$ cat src/common/icache_pkg.sv
`default_nettype none

package icache_pkg;

    // fetch address fields
    typedef logic [22:0] tag_t;
    typedef logic [5:0]  index_t;
    typedef logic [2:0]  offset_t;

    typedef logic [31:0] word_t;
    // low half holds the word at offset bit 2 == 0
    typedef logic [63:0] line_t;
    typedef logic [63:0] mem_addr_t;

    typedef struct packed {
        tag_t    tag;
        index_t  index;
        offset_t offset;
    } fetch_req_t;

    typedef enum logic [1:0] {
        IDLE,
        LOOKUP,
        MISS,
        REFILL
    } icache_state_e;

    typedef logic [1:0] csr_addr_t;

    // bit 0 enable, bit 1 flush command
    localparam csr_addr_t CSR_CTRL   = 2'd0;
    localparam csr_addr_t CSR_HITS   = 2'd1;
    localparam csr_addr_t CSR_MISSES = 2'd2;

endpackage

`default_nettype wire

$ cat src/hw/icache_csr.sv
`timescale 1ns/1ps
`default_nettype none

module icache_csr #(
    parameter int cnt_width = 32
) (
    input  logic                  clk,
    input  logic                  rst,
    input  logic                  csr_wr,
    input  icache_pkg::csr_addr_t csr_addr,
    input  icache_pkg::word_t     csr_wdata,
    output icache_pkg::word_t     csr_rdata,
    output logic                  enable,
    output logic                  flush,
    input  logic                  hit_pulse,
    input  logic                  miss_pulse
);
    import icache_pkg::*;

    logic [cnt_width-1:0] hit_cnt;
    logic [cnt_width-1:0] miss_cnt;
    logic                 ctrl_wr;

    // counters stick at all ones
    function automatic logic [cnt_width-1:0] sat_inc(input logic [cnt_width-1:0] cnt);
        return (&cnt) ? cnt : cnt + 1'b1;
    endfunction

    assign ctrl_wr = csr_wr && (csr_addr == CSR_CTRL);

    always_ff @(posedge clk) begin
        if (rst) begin
            enable   <= 1'b1;
            flush    <= 1'b0;
            hit_cnt  <= '0;
            miss_cnt <= '0;
        end else begin
            flush <= ctrl_wr && csr_wdata[1];
            if (ctrl_wr) begin
                enable <= csr_wdata[0];
            end
            if (hit_pulse) begin
                hit_cnt <= sat_inc(hit_cnt);
            end
            if (miss_pulse) begin
                miss_cnt <= sat_inc(miss_cnt);
            end
        end
    end

    // flush bit is a command and reads back as zero
    always_comb begin
        case (csr_addr)
            CSR_CTRL:   csr_rdata = {31'b0, enable};
            CSR_HITS:   csr_rdata = word_t'(hit_cnt);
            CSR_MISSES: csr_rdata = word_t'(miss_cnt);
            default:    csr_rdata = '0;
        endcase
    end

    // one lookup gives exactly one outcome
    assert property (@(posedge clk) disable iff (rst) !(hit_pulse && miss_pulse))
        else $error("csr: hit and miss reported together");

endmodule

`default_nettype wire

$ cat config.mk
export PLATFORM = sky130hd
export DESIGN_NAME = icache_csr
export DESIGN_NICKNAME = d
export VERILOG_FILES = /design/src/common/icache_pkg.sv /design/src/hw/icache_csr.sv
export SDC_FILE = /design/constraint.sdc
export NUM_CORES = 1
export LEC_CHECK = 0
export BUFFER_PORTS_ARGS = -buffer_cell sky130_fd_sc_hd__buf_2
export CAP_MARGIN = 20
export CORE_MARGIN = 3
export CORE_UTILIZATION = 30
export CTS_CLUSTER_DIAMETER = 30
export DETAILED_ROUTE_END_ITERATION = 12
export GPL_TIMING_DRIVEN = 0
export SYNTH_ARGS = -nofsm -noshare
export SYNTH_HDL_FRONTEND = slang
export SYNTH_SLANG_ARGS = --single-unit
$ cat constraint.sdc
create_clock -name clk -period 4.27 [get_ports clk]
set_input_delay 0.427 -clock clk [delete_from_list [all_inputs] [get_ports clk]]
set_output_delay 0.427 -clock clk [all_outputs]
set_load 0.05 [all_outputs]
Word level (Yosys, flattened, before mapping)
Index checks and enable logic that the tools add are counted.
{"block": "totals", "ff_bits": 66, "inputBits": 39}
{"block": "op_classes", "addsub": 2, "n_eq_ne": 2, "muxes": 1, "bitwise_logic": 2, "n_reduce_logical": 7}
{"cell": "32-bit one-hot mux with 3 select lines", "count": 1}
{"cell": "32-bit by 1-bit adder with 32-bit output, second input constant", "count": 2}
{"cell": "32-bit AND reduction", "count": 2}
{"cell": "2-bit AND reduction", "count": 2}
{"cell": "2-bit by 1-bit == test with 1-bit output, second input constant", "count": 1}
{"cell": "2-bit == test, second input constant", "count": 1}
{"cell": "1-bit logical AND", "count": 2}
{"cell": "2-bit logical NOT", "count": 1}
{"cell": "1-bit inverter", "count": 2}

Logic depth before layout (Yosys ltp)
Gate-level depths: netlist of run 1.
{"block": "logic_depth", "depth_word": 3, "ltp_mapped": 7, "mapped_depth_nobuf": 6}

Worst setup path before layout of run 1
OpenSTA, ideal clock, no wires.
{"block": "synth_path", "path_type": "flip-flop to output port", "startpoint": "reg enable", "endpoint": "out csr_rdata[0]", "arrival_ns": 1.859, "path_slack_ns": 1.984, "path_stages_with_launch": 3, "path_buffers": 0, "path_cell_list": "dfxtp_1 -> mux2i_1 -> o21ai_0"}
{"block": "synth_via", "elab_chain_len": 1}
{"item": "start: declaration", "line_no": "icache_csr.sv:13", "text": "output logic enable,"}
{"item": "start signal: assignment", "line_no": "icache_csr.sv:40", "text": "enable <= csr_wdata[0];"}
{"item": "32-bit one-hot mux with 3 select lines", "line_no": "icache_csr.sv:53", "text": "case (csr_addr)"}
{"item": "end: declaration", "line_no": "icache_csr.sv:12", "text": "output icache_pkg::word_t csr_rdata,"}
No other way between the ends.

Worst setup path in the final report of run 1
{"block": "layout_path", "startpoint": "reg hit_cnt[0]", "endpoint": "reg hit_cnt[22]"}
{"block": "layout_via", "elab_chain_len": 3}
{"item": "start: declaration", "line_no": "icache_csr.sv:20", "text": "logic [cnt_width-1:0] hit_cnt;"}
{"item": "start signal: assignment", "line_no": "icache_csr.sv:43", "text": "hit_cnt <= sat_inc(hit_cnt);"}
{"item": "branches (longest 3 deep; another with 32-bit by 1-bit adder with 32-bit output)"}
Parallel ways; which one is timed is not known.
A chain may end at the register's enable or synchronous reset.

==> flow_summary.ini, run 1 <==
[outcome]
status = finished, final reports clean

[clocking]
clk_pin_slew_worst_paths_ps = 60
tritoncts = yes
h-tree-depth = 3
clkLatencyLatePin_ps = 340
post_cts_buffers = 0
clk_path_buf_depth = 2
root_buffer = clkbuf_16
cts_buffers = 9
ctsHoldBuffers = 0
post_cts.resized_instances = 0
cts_sinks = 66

[floorplanning]
chipWidth_um = 119
rows = 40
start_util_pct = 31.3
die_h_um = 119
die_area_um2 = 14100
ios = 73
coreArea_um2 = 12200

[placement]
portBuffers = 42
place.gp.congestion = 0.856
place_inst = 660
hpwl_um = 8610
dpl_cell_area_um2 = 4240

[routing]
drc = 0
ant_nets = 0
drt_pre_antenna_iters = 4
drt-initial-drc-count = 294
routed_wl_um = 11500
viasPerCell = 5.54
via_count = 3746
route.detailed.wl_per_inst_um = 17.1

[logic_synthesis]
synthCells = 450
synth-warning-count = 0
async_flop_share_pct = 0
synth_top_area_share_pct = 34.6
ys.flop_type = dfxtp_1
synth_seq_cells = 66
yosysSeqAreaShare_pct = 34.6
synth_cell_types = 57
synth_edf_count = 0
syn_nets = 491
netlist_area_um2 = 3820
synth.area.top_cells = dfxtp_1, a22o_1, nor2_1, a21oi_1, xnor2_1
synth_area_per_cell_um2 = 8.49
synth_top_cell_by_area = dfxtp_1

[critical_path]
cp_max_fo = 6
critPathMaxStageDelay_ps = 570
r2r_slack_ps = 1850
crit_slowest_cell = nor4_2
worstPathRequired_ps = 4540
worstSetupStartpointType = flip-flop
worstSetupPathType = flip-flop to flip-flop
end_kind = flip-flop
cp_common_cell = nand3_1
worstPathCellList = ha_1, nand3_1, nor4_2, nand3_1, or4_1, a21oi_1
worstPathArrival_ps = 2690

[grt]
globalRouteMet1Util_pct = 18.8
use_met2_pct = 27.8
antenna_found_initial = 0
use_met3_pct = 2.33
grt_util_all_layers_pct = 16.1
grt_pass1_vias = 3543
grt_max_degree = 12
grt_most_used_layer = met2
grt-ovfl-total = 0
grt_pass1_wl_um = 18200

[sta]
skew_ps = 3.71
finalSetupTns_ps = 0
post-route-period-util_pct = 56.7
rsz0062_at_grt = no
setup_viol = 0
worstMarginPinSlew_ps = 754
finalHoldViolCount = 0
max_freq_mhz = 413
slew_headroom_pct = 49.3
maxSlewViolCount = 0
final.min_clock_period_ps = 2420

[final_layout]
drive_gt1_share_pct = 18.5
post-route-util_pct = 37.2
fin_nets = 544
fin_area_um2 = 4540
fin_cells = 676
insertedDiodeCount = 0
area_growth_pct = 19.0

[pwr]
leakage_nw = 1.67
power_per_cell_area_nw_per_um2 = 322
ir_drop_v = 0.000153
finalPower_w = 0.00146

[flow_run]
maxCapViolCount = 0

[worst_hold_path]
worstHoldPathType = primary input to flip-flop
per-layer routing:
| layer | part of all wire [%] | vias to the layer above |
|---|---|---|
| met1 | 43 | 1802 |
| met5 | 0 | - |
| li1 | - | 1819 |
| met4 | 3.7 | 0 |
| met2 | 49 | 92 |
| met3 | 3.6 | 33 |
metrics by stage:
step / hold WS, ps / setup slack [ps]
after floorplan: 461 / 1980
after global placement: 475 / 1940
after detailed placement: 491 / 1870
after CTS: 331 / 1880
after global routing: 363 / 1720
final: 332 / 1850
layout make-up:
type	count	area, µm²
Clock buffer	11	253
Fill cell	1282	7670
Multi-Input combinational cell	353	2360
Sequential cell	66	1320
Timing Repair Buffer	42	210
Clock inverter	5	52.6
Tap cell	168	210
Inverter	7	26.3
Buffer	24	110
registers in the layout, summed over array words and instances, names as in the netlist:
register and count:
hit_cnt 32, miss_cnt 32, enable 1, flush 1
final timing paths:
path                                    from     endpoint  cells past startpoint
worst max-delay path              hit_cnt[0]  hit_cnt[22]                      6
worst min-delay path            csr_wdata[0]       enable                      3
worst max register to register    hit_cnt[0]  hit_cnt[22]                      6
worst min register to register        enable       enable                      2
worst max-delay path, delay by kind of cell (launching register included):
| family | cells | cell delay (ps) |
|---|---|---|
| simple gates | 4 | 1480 |
| flops | 1 | 470 |
| compound gates | 1 | 160 |
| fa+ha+maj | 1 | 250 |
synth_stat cells, types with 5 or more instances:
| cell | number |
|---|---|
| xnor2_1 | 15 |
| nor4_1 | 5 |
| xor2_1 | 9 |
| nor2_1 | 47 |
| nand2_1 | 26 |
| o21ai_0 | 15 |
| nor3_1 | 7 |
| and3_1 | 16 |
| a21oi_1 | 28 |
| o31ai_1 | 12 |
| or4_1 | 8 |
| nand3_1 | 24 |
| inv_1 | 7 |
| clkbuf_1 | 18 |
| o211ai_1 | 5 |
| and4_1 | 11 |
| a22o_1 | 30 |
| or3_1 | 12 |
| nor2b_1 | 11 |
| or4_2 | 5 |
| nand4_1 | 13 |
| dfxtp_1 | 66 |
| mux2_2 | 8 |
logic make-up (layout without fill, tap and decap cells):
family	count (synthesis)	in the layout	synth area share (%)
fa+ha+maj	2	2	0.655
flops	66	66	34.6
simple gates	204	204	30.9
xor+xnor	24	24	5.50
buf+inv	31	89	3.57
mux	14	14	4.10
compound gates	109	109	20.7
where the power goes:
group	switching, W	leakage, nW	internal, W	total (W)
Combinational	0.0000496	0.983	0.0000184	0.0000680
Sequential	0.00000782	0.532	0.000621	0.000629
Clock	0.000285	0.151	0.000480	0.000765
Total	0.000342	1.67	0.00112	0.00146
layout by cell type, fill, tap and decap left out, types with 4 or more instances in the layout:
| cell | synthesis | routed |
|---|---|---|
| mux2_2 | 8 | 8 |
| and3_1 | 16 | 16 |
| mux2i_1 | 4 | 4 |
| or3_1 | 12 | 12 |
| o211ai_1 | 5 | 5 |
| dfxtp_1 | 66 | 66 |
| a21oi_1 | 28 | 28 |
| clkbuf_1 | 18 | 18 |
| xor2_1 | 9 | 9 |
| nand4_1 | 13 | 13 |
| nand2_1 | 26 | 26 |
| o31ai_1 | 12 | 12 |
| inv_1 | 7 | 7 |
| nand3_1 | 24 | 24 |
| xnor2_1 | 15 | 15 |
| nor3_1 | 7 | 7 |
| a31oi_1 | 4 | 4 |
| and4_1 | 11 | 11 |
| o21ai_0 | 15 | 15 |
| buf_2 | 4 | 46 |
| a22o_1 | 30 | 30 |
| nor4_1 | 5 | 5 |
| clkbuf_16 | 0 | 9 |
| or4_1 | 8 | 8 |
| nor2b_1 | 11 | 11 |
| or4_2 | 5 | 5 |
| nor2_1 | 47 | 47 |
No activity file was read; power rests on OpenSTA's default activity.
==> run 2: changes to the inputs <==
Clock period 4.27 ns to 2.3 ns, I/O delays scaled along.
==> run 2 against run 1 <==
Net effect: hold slack worse by 190 ps; fmax rose by 9.5%; clock-buffer cell count is the same; global-route usage did not move; combinational power rose by 90%; sequential share of layout area shrank 0.53 points; sequential power is 86% higher; worst setup slack got worse by 1800 ps; routed wire length rose by 1.2%; register-to-register slack got worse by 1800 ps; critical path depth unchanged; non-clock buffer count increased by 7; critical endpoint is now miss_cnt[12]; highest routed layer unchanged.
==> flow_summary.ini, run 2 (synthesized netlist as in run 1, its figures left out) <==
[clocking]
clk_pin_slew_worst_paths_ps = 60
h-tree-depth = 3
cts_buffers = 9
root_buffer = clkbuf_16
tritoncts = yes
ctsHoldBuffers = 0
clkLatencyLatePin_ps = 340
cts_sinks = 66
clk_path_buf_depth = 2

[sta]
maxSlewViolCount = 0
final.min_clock_period_ps = 2210
skew_ps = 3.41
post-route-period-util_pct = 96.1
max_freq_mhz = 452
slew_headroom_pct = 55.4
worstMarginPinSlew_ps = 669
setup_viol = 0
finalHoldViolCount = 0
worst_slack_ps = 88.8

[final_layout]
fin_nets = 551
area_growth_pct = 22.8
layout_common_cells = dfxtp_1, nor2_1, buf_2, a22o_1, a21oi_1
drive_gt1_share_pct = 22.9
top_regs = hit_cnt x32, miss_cnt x32
fin_cells = 683
fin_area_um2 = 4690
post-route-util_pct = 38.4
final_common_cell = dfxtp_1
insertedDiodeCount = 0

[routing]
routed_wl_um = 11700
route.detailed.wl_per_inst_um = 17.1
ant_nets = 0
drc = 0
drt_pre_antenna_iters = 5
viasPerCell = 5.61
drt-initial-drc-count = 255
via_count = 3832

[worst_hold_path]
worstHoldPathType = primary input to flip-flop

[grt]
grt-ovfl-total = 0
grt_util_all_layers_pct = 16.1
grt_pass1_vias = 3543
grt_pass1_wl_um = 18200
grt_max_degree = 12
antenna_found_initial = 0

[floorplanning]
ios = 73
rows = 40
start_util_pct = 31.3
chipWidth_um = 119
die_h_um = 119
coreArea_um2 = 12200
die_area_um2 = 14100

[critical_path]
cp_max_fo = 10
end_kind = flip-flop
worstSetupPathType = flip-flop to flip-flop
worstSetupStartpointType = flip-flop
worstPathArrival_ps = 2440
worstPathRequired_ps = 2530

[outcome]
status = finished, final reports clean

[placement]
portBuffers = 42
place.gp.congestion = 0.856
dpl_cell_area_um2 = 4240
pre_cts_ws_ps = -52.3
hpwl_um = 8610
place_inst = 660

[pwr]
ir_drop_v = 0.000281
leakage_nw = 1.74
power_per_cell_area_nw_per_um2 = 580

[flow_run]
maxCapViolCount = 0
==> run 2: changes by cell type in the layout (fill, tap and decap cells not counted), sizes merged <==
cell / before / now
clkbuf: 29 / 28
buf: 48 / 56
==> run 2: per-stage QoR <==
step / setup TNS, ps / total power, W / hold WS, ps
2_1_floorplan: 0 / 0.00127 / 377
3_3_place_gp: -17.3 / 0.00131 / 470
3_5_place_dp: -151 / 0.00132 / 488
4_1_cts: 0 / 0.00273 / 134
5_1_grt: -3.59 / 0.00279 / 166
6_report: 0 / 0.00272 / 138
==> run 2: repair_timing <==
action | 4_1_cts | 5_1_grt
setup endpoints to repair | 5 | 26
setup buffers | 0 | 8
pin swaps | 0 | 6
resized for setup | 3 | 24
==> run 2: critical path: stages, from the launching register on <==
cell and delay (ps):
dfxtp_1 400, nand4_1 250, or4_4 590, o31ai_4 300, buf_6 190, nor4_2 50, mux2_4 300
==> run 2: final timing paths <==
check,slack [ps],to,depth (start not counted),startpoint
setup reg to reg,90,miss_cnt[12],6,miss_cnt[31]
setup / recovery,90,miss_cnt[12],6,miss_cnt[31]
hold reg to reg,500,enable,2,enable
hold / removal,140,enable,3,csr_wdata[0]
==> run 2: report_power, final <==
part	switching [W]	internal (W)
Combinational	0.0000932	0.0000356
Clock	0.000532	0.000892
Sequential	0.0000171	0.00115
==> run 2: final cells by class <==
cell class | instances | area (µm²)
fill | 1269 | 7520
multi-input combinational | 353 | 2430
sequential | 66 | 1340
timing repair buffer | 50 | 270
clock buffer | 11 | 253
tap | 168 | 210
buffer | 23 | 111
clock inverter | 5 | 52.6
inverter | 7 | 26.3
==> run 2: metal layers <==
layer	vias to the layer above	wire, µm	global-route usage (%)	part of all wire, %
met5	-	0	0	0
met4	0	481	9.78	4.1
met3	38	521	2.33	4.5
met2	119	5770	27.8	49
met1	1836	4900	18.8	42
li1	1839	-	-	-
==> run 3: changes to the inputs <==
Settings changed: CORE_UTILIZATION 30 to 56, PLACE_DENSITY set to 0.81.
==> run 3 against run 2 <==
Net effect: clock-buffer cell count up 2; clock power down 40%; cell count down 13%; critical path depth up 1; core utilization up 29 points; routed wire length down 8.3%; first-iteration DRC count down 12%; sequential share of layout area up 1.9 points; combinational power about the same; flip-flop and latch count unchanged; critical path type unchanged; critical endpoint is now hit_cnt[23]; largest power group is now registers.
==> flow_summary.ini, run 3 (synthesized netlist as in run 1, its figures left out) <==
[placement]
pre_cts_ws_ps = -17.1
place.gp.congestion = 0.898
dpl_cell_area_um2 = 4130
portBuffers = 42
hpwl_um = 7750

[routing]
routed_wl_um = 10700
drt-initial-drc-count = 224
drc = 0
drt_pre_antenna_iters = 5
viasPerCell = 6.54
via_count = 3863
ant_nets = 0
route.detailed.wl_per_inst_um = 18.1

[clocking]
clk_path_buf_depth = 2
tritoncts = yes
root_buffer = clkbuf_8
cts_buffers = 9
clk_pin_slew_worst_paths_ps = 70
cts_sinks = 66
h-tree-depth = 3
clkLatencyLatePin_ps = 350

[final_layout]
final_common_cell = dfxtp_1
fin_nets = 550
top_regs = hit_cnt x32, miss_cnt x32
area_growth_pct = 15.1
layout_common_cells = dfxtp_1, nor2_1, buf_2, a22o_1, a21oi_1
drive_gt1_share_pct = 21.6
insertedDiodeCount = 0
fin_area_um2 = 4390

[pwr]
leakage_nw = 1.65
finalPower_w = 0.00215
power_per_cell_area_nw_per_um2 = 489
ir_drop_v = 0.000317

[grt]
grt_max_degree = 11
grt_pass1_wl_um = 16700
antenna_found_initial = 0
grt_util_all_layers_pct = 27.7
grt-ovfl-total = 0
grt_pass1_vias = 3389

[critical_path]
cp_max_fo = 8
critPathMaxStageDelay_ps = 540
crit_slowest_cell = or4_1
cp_num_buf_inv = 1
worstSetupStartpointType = flip-flop
cp_top_family = simple AND/OR/NAND/NOR gates
worstSetupPathType = flip-flop to flip-flop
end_kind = flip-flop
worstPathCellList = ha_2, nand3_2, or4_1, buf_4, o211a_1, nand3_1, mux2_1
worstPathArrival_ps = 2460
worstPathRequired_ps = 2540

[floorplanning]
rows = 29
ios = 73
coreArea_um2 = 6490
die_area_um2 = 7850
chipWidth_um = 88.6
start_util_pct = 58.8
die_h_um = 88.6

[sta]
finalHoldViolCount = 0
finalSetupTns_ps = 0
skew_ps = 10.0
maxSlewViolCount = 0
worst_slack_ps = 77.8
worstMarginPinSlew_ps = 640
final.min_clock_period_ps = 2220
setup_viol = 0
max_freq_mhz = 450
slew_headroom_pct = 57.3
post-route-period-util_pct = 96.6

[outcome]
status = finished, final reports clean

[worst_hold_path]
worstHoldPathType = primary input to flip-flop

[flow_run]
maxCapViolCount = 0
run 3: final timing paths:
path            endpoint    startpoint  slack [ps]  cells past startpoint
max          hit_cnt[23]    hit_cnt[0]          80                      7
min               enable  csr_wdata[0]         110                      3
max reg2reg  hit_cnt[23]    hit_cnt[0]          80                      7
min reg2reg       enable        enable         500                      2
run 3: layout make-up:
cell class,instances,area [µm²]
clock buffer,13,149
tap,77,96.3
fill,538,2100
clock inverter,3,15.0
timing repair buffer,49,263
sequential,66,1340
inverter,7,26.3
multi-input combinational,353,2400
buffer,23,109
run 3: where the power goes:
group          switching, W  internal [W]
Combinational     0.0000915     0.0000346
Clock              0.000441      0.000416
Sequential        0.0000149       0.00115
run 3: timing repair:
item	in CTS	in global routing
pin swaps	0	4
hold buffers	0	0
resized for setup	3	16
endpoints found under the setup margin	2	17
buffers inserted	0	7
run 3: stage by stage:
step,utilization (%),hold WS [ps],std cells
final,67.7,114,591
after floorplan,-,377,450
after detailed placement,63.5,472,569
after global routing,67.7,136,591
after global placement,63.5,474,569
after CTS,66.2,113,585
run 3: worst register-to-register path: stages, from the launching register on:
cell	delay, ps
dfxtp_4	390
ha_2	210
nand3_2	120
or4_1	540
buf_4	180
o211a_1	250
nand3_1	100
mux2_1	310
run 3: metal layers:
metal	global-route usage, %	part of all wire (%)
met3	6.98	7.0
met1	35.3	42
met4	12.1	3.7
met2	44.5	48
met5	0	0
